$ cat src/hw/chiplet_tx_consts.svh
`ifndef CHIPLET_TX_CONSTS_SVH
`define CHIPLET_TX_CONSTS_SVH

// ##########################################################################
// datapath widths.
// ##########################################################################

`define WORD_W 32
`define BUF_AW 6
`define SLOT_W 2
`define NODE_W 4
`define VC_W 2

// ##########################################################################
// packet header and queue sizing.
// ##########################################################################

// the length field holds the number of payload words after the header.
`define LEN_W 4
`define LEN_LSB 0

// entries in the output queue toward the switch.
`define QUEUE_DEPTH 4

`endif

$ cat src/hw/chiplet_tx_pkg.sv
`include "chiplet_tx_consts.svh"

package chiplet_tx_pkg;

    typedef logic [`WORD_W-1:0] word_t;
    typedef logic [`BUF_AW-1:0] buf_addr_t;
    typedef logic [`SLOT_W-1:0] slot_id_t;
    typedef logic [`LEN_W-1:0]  pkt_len_t;
    typedef logic [`NODE_W-1:0] node_id_t;
    typedef logic [`VC_W-1:0]   vc_t;

    // one flit as it leaves the endpoint.
    typedef struct packed {
        vc_t      vc;
        slot_id_t id;
        node_id_t src;
        word_t    payload;
    } flit_t;

    typedef struct packed {
        logic      en;
        buf_addr_t addr;
        word_t     data;
    } buf_wr_t;

    // host write of one message table entry.
    typedef struct packed {
        logic      en;
        slot_id_t  slot;
        buf_addr_t start;
    } slot_cfg_t;

endpackage

$ cat src/hw/chiplet_tx.sv
`timescale 1ns/1ns

module chiplet_tx #(
    parameter chiplet_tx_pkg::node_id_t node_id = 4'h5
) (
    input  logic                       clk,
    input  logic                       n_rst,
    input  chiplet_tx_pkg::buf_wr_t    buf_wr,
    input  chiplet_tx_pkg::slot_cfg_t  slot_cfg,
    input  logic                       send_req,
    input  chiplet_tx_pkg::slot_id_t   send_slot,
    output logic                       send_ack,
    output logic                       flit_valid,
    output chiplet_tx_pkg::flit_t      flit,
    input  logic                       flit_ready
);

    logic                      sel_valid;
    chiplet_tx_pkg::slot_id_t  sel_slot;
    chiplet_tx_pkg::buf_addr_t sel_start;
    logic                      sel_take;

    chiplet_tx_pkg::buf_addr_t rd_addr;
    chiplet_tx_pkg::word_t     rd_data;

    logic                      cnt_clear;
    logic                      cnt_en;
    chiplet_tx_pkg::pkt_len_t  cnt_limit;
    chiplet_tx_pkg::pkt_len_t  count;
    logic                      done;

    logic                      full;
    logic                      push;
    chiplet_tx_pkg::flit_t     push_flit;

    msg_table u_msg_table (
        .clk       (clk),
        .n_rst     (n_rst),
        .slot_cfg  (slot_cfg),
        .send_req  (send_req),
        .send_slot (send_slot),
        .send_ack  (send_ack),
        .sel_take  (sel_take),
        .sel_valid (sel_valid),
        .sel_slot  (sel_slot),
        .sel_start (sel_start)
    );

    pkt_buffer u_pkt_buffer (
        .clk     (clk),
        .n_rst   (n_rst),
        .buf_wr  (buf_wr),
        .rd_addr (rd_addr),
        .rd_data (rd_data)
    );

    flit_counter u_flit_counter (
        .clk   (clk),
        .n_rst (n_rst),
        .clear (cnt_clear),
        .en    (cnt_en),
        .limit (cnt_limit),
        .count (count),
        .done  (done)
    );

    tx_fsm #(
        .node_id (node_id)
    ) u_tx_fsm (
        .clk       (clk),
        .n_rst     (n_rst),
        .sel_valid (sel_valid),
        .sel_slot  (sel_slot),
        .sel_start (sel_start),
        .sel_take  (sel_take),
        .rd_addr   (rd_addr),
        .rd_data   (rd_data),
        .cnt_clear (cnt_clear),
        .cnt_en    (cnt_en),
        .cnt_limit (cnt_limit),
        .count     (count),
        .done      (done),
        .full      (full),
        .push      (push),
        .push_flit (push_flit)
    );

    flit_queue u_flit_queue (
        .clk        (clk),
        .n_rst      (n_rst),
        .push       (push),
        .push_flit  (push_flit),
        .full       (full),
        .flit_valid (flit_valid),
        .flit       (flit),
        .flit_ready (flit_ready)
    );

endmodule

$ cat src/hw/flit_counter.sv
`timescale 1ns/1ns

module flit_counter (
    input  logic                      clk,
    input  logic                      n_rst,
    input  logic                      clear,
    input  logic                      en,
    input  chiplet_tx_pkg::pkt_len_t  limit,
    output chiplet_tx_pkg::pkt_len_t  count,
    output logic                      done
);

    always_ff @(posedge clk, negedge n_rst) begin
        if (!n_rst) begin
            count <= '0;
        end else if (clear) begin
            count <= '0;
        end else if (en) begin
            count <= count + 1'b1;
        end
    end

    // high on the last flit of the packet, so the push in this cycle ends it.
    assign done = (count == limit);

endmodule

$ cat src/hw/flit_queue.sv
`timescale 1ns/1ns
`include "chiplet_tx_consts.svh"

module flit_queue (
    input  logic                   clk,
    input  logic                   n_rst,
    input  logic                   push,
    input  chiplet_tx_pkg::flit_t  push_flit,
    output logic                   full,
    output logic                   flit_valid,
    output chiplet_tx_pkg::flit_t  flit,
    input  logic                   flit_ready
);
    localparam int DEPTH = `QUEUE_DEPTH;
    localparam int PTR_W = (DEPTH > 1) ? $clog2(DEPTH) : 1;
    localparam int CNT_W = $clog2(DEPTH + 1);

    chiplet_tx_pkg::flit_t mem [DEPTH];
    logic [PTR_W-1:0] wr_ptr;
    logic [PTR_W-1:0] rd_ptr;
    logic [CNT_W-1:0] occupancy;
    logic pop;
    logic do_push;

    function automatic logic [PTR_W-1:0] next_ptr(input logic [PTR_W-1:0] ptr);
        if (ptr == PTR_W'(DEPTH - 1)) begin
            return '0;
        end
        return ptr + 1'b1;
    endfunction

    assign full       = (occupancy == CNT_W'(DEPTH));
    assign flit_valid = (occupancy != '0);
    assign flit       = mem[rd_ptr];

    // a pop in the same cycle frees the entry a push needs.
    assign pop     = flit_valid && flit_ready;
    assign do_push = push && (!full || pop);

    always_ff @(posedge clk) begin
        if (do_push) begin
            mem[wr_ptr] <= push_flit;
        end
    end

    always_ff @(posedge clk, negedge n_rst) begin
        if (!n_rst) begin
            wr_ptr    <= '0;
            rd_ptr    <= '0;
            occupancy <= '0;
        end else begin
            if (do_push) begin
                wr_ptr <= next_ptr(wr_ptr);
            end
            if (pop) begin
                rd_ptr <= next_ptr(rd_ptr);
            end
            if (do_push && !pop) begin
                occupancy <= occupancy + 1'b1;
            end else if (pop && !do_push) begin
                occupancy <= occupancy - 1'b1;
            end
        end
    end

endmodule

$ cat src/hw/msg_table.sv
`timescale 1ns/1ns
`include "chiplet_tx_consts.svh"

module msg_table (
    input  logic                       clk,
    input  logic                       n_rst,
    input  chiplet_tx_pkg::slot_cfg_t  slot_cfg,
    input  logic                       send_req,
    input  chiplet_tx_pkg::slot_id_t   send_slot,
    output logic                       send_ack,
    input  logic                       sel_take,
    output logic                       sel_valid,
    output chiplet_tx_pkg::slot_id_t   sel_slot,
    output chiplet_tx_pkg::buf_addr_t  sel_start
);
    localparam int NUM_SLOTS = 1 << `SLOT_W;

    chiplet_tx_pkg::buf_addr_t start_addr [NUM_SLOTS];
    logic [NUM_SLOTS-1:0] pending;
    logic [NUM_SLOTS-1:0] next_pending;
    logic trigger;

    // a request counts once, on its rising phase while ack is still low.
    assign trigger = send_req && !send_ack;

    always_ff @(posedge clk, negedge n_rst) begin
        if (!n_rst) begin
            send_ack <= 1'b0;
        end else if (trigger) begin
            send_ack <= 1'b1;
        end else if (!send_req) begin
            send_ack <= 1'b0;
        end
    end

    always_ff @(posedge clk, negedge n_rst) begin
        if (!n_rst) begin
            for (int i = 0; i < NUM_SLOTS; i++) begin
                start_addr[i] <= '0;
            end
        end else if (slot_cfg.en) begin
            start_addr[slot_cfg.slot] <= slot_cfg.start;
        end
    end

    // the host trigger is applied last so it wins over a take of the same slot.
    always_comb begin
        next_pending = pending;
        if (sel_take) begin
            next_pending[sel_slot] = 1'b0;
        end
        if (trigger) begin
            next_pending[send_slot] = 1'b1;
        end
    end

    always_ff @(posedge clk, negedge n_rst) begin
        if (!n_rst) begin
            pending <= '0;
        end else begin
            pending <= next_pending;
        end
    end

    // lowest pending slot first.
    always_comb begin
        sel_slot = '0;
        for (int i = NUM_SLOTS - 1; i >= 0; i--) begin
            if (pending[i]) begin
                sel_slot = chiplet_tx_pkg::slot_id_t'(i);
            end
        end
    end

    assign sel_valid = |pending;
    assign sel_start = start_addr[sel_slot];

endmodule

$ cat src/hw/pkt_buffer.sv
`timescale 1ns/1ns
`include "chiplet_tx_consts.svh"

module pkt_buffer (
    input  logic                       clk,
    input  logic                       n_rst,
    input  chiplet_tx_pkg::buf_wr_t    buf_wr,
    input  chiplet_tx_pkg::buf_addr_t  rd_addr,
    output chiplet_tx_pkg::word_t      rd_data
);
    localparam int DEPTH = 1 << `BUF_AW;

    chiplet_tx_pkg::word_t mem [DEPTH];
    logic wr_en;

    // ##########################################################################
    // host write port.
    // ##########################################################################

    // the host cannot load words while the endpoint is held in reset.
    assign wr_en = buf_wr.en && n_rst;

    always_ff @(posedge clk) begin
        if (wr_en) begin
            mem[buf_wr.addr] <= buf_wr.data;
        end
    end

    // ##########################################################################
    // transmit read port.
    // ##########################################################################

    // combinational read, so a same-cycle write to this address is seen only
    // on the following cycle.
    assign rd_data = mem[rd_addr];

endmodule

$ cat src/hw/tx_fsm.sv
`timescale 1ns/1ns
`include "chiplet_tx_consts.svh"

module tx_fsm #(
    parameter chiplet_tx_pkg::node_id_t node_id = '0
) (
    input  logic                       clk,
    input  logic                       n_rst,
    input  logic                       sel_valid,
    input  chiplet_tx_pkg::slot_id_t   sel_slot,
    input  chiplet_tx_pkg::buf_addr_t  sel_start,
    output logic                       sel_take,
    output chiplet_tx_pkg::buf_addr_t  rd_addr,
    input  chiplet_tx_pkg::word_t      rd_data,
    output logic                       cnt_clear,
    output logic                       cnt_en,
    output chiplet_tx_pkg::pkt_len_t   cnt_limit,
    input  chiplet_tx_pkg::pkt_len_t   count,
    input  logic                       done,
    input  logic                       full,
    output logic                       push,
    output chiplet_tx_pkg::flit_t      push_flit
);

    typedef enum logic [1:0] {
        IDLE,
        START,
        SEND
    } state_e;

    state_e state;
    state_e next_state;

    chiplet_tx_pkg::slot_id_t  cur_slot;
    chiplet_tx_pkg::buf_addr_t cur_start;
    chiplet_tx_pkg::pkt_len_t  cur_len;

    // ##########################################################################
    // state register and per-packet context.
    // ##########################################################################

    always_ff @(posedge clk, negedge n_rst) begin
        if (!n_rst) begin
            state <= IDLE;
        end else begin
            state <= next_state;
        end
    end

    // in START the header word is on rd_data, so its length field is latched.
    always_ff @(posedge clk) begin
        if (state == START) begin
            cur_slot  <= sel_slot;
            cur_start <= sel_start;
            cur_len   <= rd_data[`LEN_LSB +: `LEN_W];
        end
    end

    always_comb begin
        next_state = state;
        case (state)
            IDLE: begin
                if (sel_valid) begin
                    next_state = START;
                end
            end
            START: begin
                next_state = SEND;
            end
            SEND: begin
                if (push && done) begin
                    next_state = IDLE;
                end
            end
            default: begin
                next_state = IDLE;
            end
        endcase
    end

    // ##########################################################################
    // outputs.
    // ##########################################################################

    // address wraps modulo the buffer size.
    always_comb begin
        if (state == SEND) begin
            rd_addr = cur_start + chiplet_tx_pkg::buf_addr_t'(count);
        end else begin
            rd_addr = sel_start;
        end
    end

    assign sel_take  = (state == START);
    assign cnt_clear = (state == START);
    assign cnt_limit = cur_len;

    // address and count hold while the queue is full.
    assign push   = (state == SEND) && !full;
    assign cnt_en = push;

    always_comb begin
        push_flit.vc      = '0;
        push_flit.id      = cur_slot;
        push_flit.src     = node_id;
        push_flit.payload = rd_data;
    end

endmodule

$ cat config.mk
export PLATFORM = sky130hd
export DESIGN_NAME = chiplet_tx
export DESIGN_NICKNAME = d
export VERILOG_FILES = /design/src/hw/chiplet_tx_pkg.sv /design/src/hw/chiplet_tx.sv /design/src/hw/flit_counter.sv /design/src/hw/flit_queue.sv /design/src/hw/msg_table.sv /design/src/hw/pkt_buffer.sv /design/src/hw/tx_fsm.sv
export VERILOG_INCLUDE_DIRS = /design/src /design/src/hw
export SDC_FILE = /design/constraint.sdc
export NUM_CORES = 2
export LEC_CHECK = 0
export ABC_CLOCK_PERIOD_IN_PS = 4000
export BUFFER_PORTS_ARGS = -buffer_cell sky130_fd_sc_hd__buf_4
export CAP_MARGIN = 10
export CORE_MARGIN = 5
export CORE_UTILIZATION = 63
export CTS_CLUSTER_DIAMETER = 30
export DETAILED_ROUTE_END_ITERATION = 6
export PLACE_DENSITY = 0.8
export SLEW_MARGIN = 20
export SYNTH_ARGS = -nofsm -noshare
export SYNTH_HDL_FRONTEND = slang
export SYNTH_HIERARCHICAL = 1
export SYNTH_SLANG_ARGS = --single-unit
$ cat constraint.sdc
create_clock -name clk -period 4 [get_ports clk]
set_input_delay 0.4 -clock clk [delete_from_list [all_inputs] [get_ports clk]]
set_output_delay 0.4 -clock clk [all_outputs]
set_load 0.02 [all_outputs]
Word level (Yosys, flattened, before mapping)
Memory sizes are Yosys's and may differ from the RTL's. Cells that the tools add are included.

Memories kept: 2. Word-level logic and storage cells: 103. RAM bits: 2184. Register bits after elaboration: 54. Output and inout port bits: 42.

$add $sub $neg: 6. Magnitude comparators: 7. Bitwise logic cells: 5. Eq/ne operators: 9. Reductions and logical operators: 22. Multiplexer cells: 38.

Memory list: u_pkt_buffer.mem (depth 64, bits a word 32, read ports 1, clocked after memory_dff 0, wr ports 1, RTL line pkt_buffer.sv:13) `chiplet_tx_pkg::word_t mem [DEPTH];`; u_flit_queue.mem (depth 4, bits a word 34, read ports 1, clocked after memory_dff 0, wr ports 1, RTL line flit_queue.sv:18) `chiplet_tx_pkg::flit_t mem [DEPTH];`.

Operators with widths (number): 24-bit bitwise mux (1); 6-bit two-way mux (4); 2-bit two-way mux (10); 4-bit two-way mux (4); 6-bit binary-select mux with 2-bit select (1); 6-bit demux with 2-bit select (1); 1-bit two-way mux (12); 1-bit logical AND (11); 6-bit by 4-bit adder with 6-bit output (1); 2-bit == test, second input constant (3); 3-bit >= comparator, second input constant (2); 2-bit by 3-bit less-than comparator with 1-bit output, second input constant (2); 3-bit two-way mux (2); 2-bit inverter with 3-bit output (2); 2-bit one-hot mux with 3 select lines (1); 2-bit by 1-bit adder with 2-bit output, second input constant (2); 4-bit by 1-bit adder with 4-bit output, second input constant (1); 4-bit AND (1); 1-bit demux with 2-bit select (2); 4-bit == test (1); 2-bit by 1-bit >= comparator with 1-bit output, second input constant (2); 1-bit logical NOT (4); 2-bit by 1-bit inequality test with 1-bit output, second input constant (2); 4-bit inverter (1); 13 further kinds (14).

Longest topological paths before layout
Depth in word-level cells: 13. Depth in mapped cells: 17.

Modules after synthesis
Netlist, hierarchy kept.

Modules (own cells, without submodules): pkt_buffer (instances 1, cells each 3468, area each 78195.0 um^2); flit_queue (instances 1, cells each 247, area each 6292.3 um^2); msg_table (instances 1, cells each 103, area each 1331.3 um^2); tx_fsm (instances 1, cells each 95, area each 993.5 um^2); flit_counter (instances 1, cells each 21, area each 234.0 um^2).

Worst setup path before layout
No wires, ideal clock.

Kind: register to register. Start point: register u_flit_counter.count[0]. End point: memory u_flit_queue/mem[0][3] (netlist bit), data pin. Clock period less this slack: 3249 ps. Path buffers: 5. Setup time: 254 ps. Path slack: 751 ps. Required time: 3746 ps. Arrival: 2995 ps. Cell stages (with the launch flop): 14. Path through: dfrtp_1 ha_1 inv_1 fa_1 o21ai_0 buf_6 buf_6 buf_2 buf_1 mux4_2 a22oi_1 nand4_1 o211a_1 buf_4.

Cells in the longest elaborated chain, start to end: 3.

Ends and longest elaborated chain: start, declared (RTL line flit_counter.sv:9) `output chiplet_tx_pkg::pkt_len_t count,`; start signal, assigned (RTL line flit_counter.sv:19) `count <= count + 1'b1;`; 6-bit by 4-bit adder with 6-bit output (RTL line tx_fsm.sv:88) `rd_addr = cur_start + chiplet_tx_pkg::buf_addr_t'(count);`; 6-bit two-way mux (RTL line tx_fsm.sv:87) `if (state == SEND) begin`; named net rd_addr[1] (RTL line chiplet_tx.sv:23) `chiplet_tx_pkg::buf_addr_t rd_addr;`; memory 64 x 32 bit; named net rd_data[3] (RTL line chiplet_tx.sv:24) `chiplet_tx_pkg::word_t rd_data;`; end, declared (RTL line flit_queue.sv:18).

The timed path passes the listed nets, and every way through them passes these cells.

Final worst setup path
Start point: register u_flit_counter.count[3]. End point: memory u_flit_queue/mem[3][4] (netlist bit), data pin.

Same word-level chain as after synthesis.

==> impl_metrics.tcl <==
set metrics [dict create \
    yosysSeqAreaShare_pct 77.8 \
    die_y_microns 382 \
    finClkSkew_ns 0.0663 \
    cts_tree "yes" \
    vias_per_cell 7.67 \
    max_slew_margin_pct 16.6 \
    status "complete, but fails checks" \
    dr.pass1.iters 6 \
    drt_iter0_markers 10600 \
    period_share_pct 102 \
    route.detailed.drc 0 \
    numPortBuffers 95 \
    maxCapViolations 0 \
    finalSetupViolCount 8 \
    cp_max_fo 8 \
    rr_startpoint "u_flit_counter/count[3]$_DFFE_PN0P_" \
    routed_wl_microns 285000 \
    crit_type "register to register" \
    initial_core_util_pct 63.4 \
    crit_path_end_kind "register" \
    cts_root_buffer "clkbuf_16" \
    fin_nets 4540 \
    globalRouteTotalUtil_pct 39.5 \
    clk_pin_slew_ns 0.06 \
    syn_area_sq_um 87000 \
    cp-start-kind "register" \
    yosysUniqueCellTypes 64 \
    min_from "buf_wr[19]" \
    critPathLaunch "u_flit_counter/count[3]$_DFFE_PN0P_" \
    setup_tns_ns -0.694 \
    final_common_cell "edfxtp_1" \
    max_clock_freq_ghz 0.244 \
    finalNonFillerCells 6574 \
    async_flop_share_pct 1.86 \
    min_path_type "input port to register" \
    ant_nets 0 \
    top_level_ports 96 \
    worstMarginPinSlew_ns 1.25 \
    synth_seq_cells 2262 \
    setup_ws_ns -0.0926 \
    grt_pass1_wl_microns 399000 \
    rsz0062_at_grt "true" \
    violations "negative setup slack" \
    cts_buffers 373 \
    whs_ns 0.0696 \
    grt_max_degree 65 \
    postLayoutCoreUtil_pct 76.4 \
    crit_arrival_ns 4.75 \
    cts_sinks 2262 \
    syn_avg_cell_area_sq_um 22.1 \
    wl_per_cell_microns 43.3 \
    num_vias 50400 \
    ctsHtreeMaxLevel 5 \
    synthFlopType "edfxtp_1" \
    place.gp.congestion 0.856 \
    grt_pass1_vias 50600 \
    mostFrequentLayoutCells "edfxtp_1 (2220), mux4_2 (514), clkbuf_16 (381)" \
    coreArea_sq_um 137000 \
    finalCriticalPeriod_ns 4.09 \
    synthCells 3934 \
    fp-row-count 136 \
    cts_max_path_buffers 4 \
    antenna_found_initial 23 \
    layout-drive-gt1-share_pct 35.5 \
    dpl.cell_count 5857 \
    die_w_microns 382 \
    die_area_sq_um 146000 \
    hpwl_microns 130000 \
    required_ns 4.66 \
    synth-edff-count 2220 \
    hold_viol_final 0 \
    yosysWarnings 6 \
    synthToLayoutAreaGrowth_pct 20.5 \
    drv_slew 0 \
    clkLatencyLatePin_ns 0.96 \
    grt-ovfl-total 0 \
]
[metrics by stage]
step / worst slack [ns] / cell area (sq um)
6_report: -0.0926 / 105000
3_3_place_gp: -0.432 / 91700
2_1_floorplan: 0.751 / 87100
5_1_grt: -0.0241 / 105000
3_5_place_dp: -0.508 / 91700
4_1_cts: 0.0127 / 105000
[registers in the layout, summed over array words and instances, names as in the netlist, 2 cells and up]
signal and cells:
u_pkt_buffer/mem 2048, u_flit_queue/mem 160, u_msg_table/start_addr 24, u_tx_fsm/cur_start 6
u_flit_counter/count 4, u_msg_table/pending 4, u_tx_fsm/cnt_limit 4, u_flit_queue/occupancy 3
u_flit_queue/rd_ptr 2, u_flit_queue/wr_ptr 2, u_tx_fsm/cur_slot 2, u_tx_fsm/state 2
[cells by family after synthesis]
kind of cell / count (synthesis) / share of synthesized area [%]
DFF: 2262 / 77.8
muxes: 644 / 14.9
and+or+nand+nor: 440 / 2.50
AOI/OAI and AO/OA: 300 / 2.52
buffers and inverters: 262 / 1.94
adders and majority gates: 13 / 0.204
xor gates and xnor gates: 11 / 0.111
other: 2 / 0.00863
[area by class of cell]
class,instances,area (sq um)
Antenna cell,14,35.0
Clock buffer,414,9660
Clock inverter,254,2940
Fill cell,6046,32400
Inverter,11,41.3
Multi-Input combinational cell,1416,18500
Sequential cell,2262,67700
Tap cell,1794,2240
Timing Repair Buffer,409,3790
[synthesized netlist by cell type (all sizes together), types with 3 or more instances]
| cell type | instances | area, sq um |
|---|---|---|
| clkbuf | 66 | 249 |
| o211a | 8 | 80.1 |
| or3 | 3 | 23.8 |
| mux4 | 516 | 11600 |
| o221ai | 52 | 462 |
| o2bb2ai | 8 | 70.1 |
| a211oi | 34 | 255 |
| o22ai | 56 | 350 |
| xnor2 | 3 | 26.3 |
| buf | 185 | 1400 |
| edfxtp | 2220 | 66700 |
| a21o | 3 | 22.5 |
| nand2b | 21 | 131 |
| dfrtp | 42 | 1050 |
| nor4 | 6 | 37.5 |
| o21ai | 23 | 115 |
| and2 | 6 | 37.5 |
| ha | 11 | 138 |
| a221oi | 6 | 52.6 |
| nor3 | 12 | 60.1 |
| mux2 | 56 | 642 |
| nand3 | 71 | 355 |
| nor3b | 4 | 52.6 |
| a311o | 6 | 60.1 |
| nand3b | 7 | 60.1 |
| nand4 | 49 | 307 |
| nor2b | 29 | 181 |
| inv | 11 | 41.3 |
| o22a | 6 | 52.6 |
| a21oi | 27 | 135 |
| xor2 | 8 | 70.1 |
| or2 | 3 | 18.8 |
| mux2i | 72 | 721 |
| and3 | 14 | 87.6 |
| a22oi | 54 | 405 |
| a31oi | 8 | 50.1 |
| nand2 | 109 | 417 |
| nor2 | 104 | 390 |
[timing repair]
item / 4_1_cts / 5_1_grt
pin swaps: 3 / 6
gates cloned: 2 / 0
resized for setup: 19 / 38
endpoints found under the setup margin: 98 / 124
hold endpoints to repair: 76 / 0
hold buffers: 18 / 0
buffers inserted: 10 / 5
[metal layers]
metal	part of all wire, %	vias up	track usage, %	wire length (microns)
met1	30	25100	49.4	84100
li1	-	17800	-	-
met3	17	1314	14.7	47100
met2	46	6161	60.5	132000
met4	7.6	16	22.5	21500
met5	0.084	-	0.694	239
[worst max-delay path, cell delays in order, from the launching register on]
cell	delay (ns)
dfrtp_1	0.47
ha_1	0.42
o211ai_1	0.11
o21ai_0	0.25
xnor2_1	0.18
o21ai_4	0.35
buf_4	0.30
inv_1	0.14
nor2_1	0.19
buf_4	0.27
buf_4	0.24
nand4_1	0.49
o211a_1	0.39
[final timing paths]
| check | endpoint | slack, ns | cells past startpoint |
|---|---|---|---|
| max | u_flit_queue/mem[3][4]$_DFFE_PP_ | -0.09 | 12 |
| min | u_pkt_buffer/mem[44][19]$_DFFE_PP_ | 0.07 | 1 |
| max reg2reg | u_flit_queue/mem[3][4]$_DFFE_PP_ | -0.09 | 12 |
| min reg2reg | u_tx_fsm/state[0]$_DFFE_PN0P_ | 0.45 | 1 |
| max in group asynchronous | u_flit_queue/rd_ptr[0]$_DFFE_PN0P_ | 3.27 | 3 |
| min in group asynchronous | u_msg_table/start_addr[12]$_DFFE_PN0P_ | 0.32 | 3 |
Power is left out: the tool's default activity adds up to more than one toggle a clock period on the data nets, which glitch-free logic cannot reach.
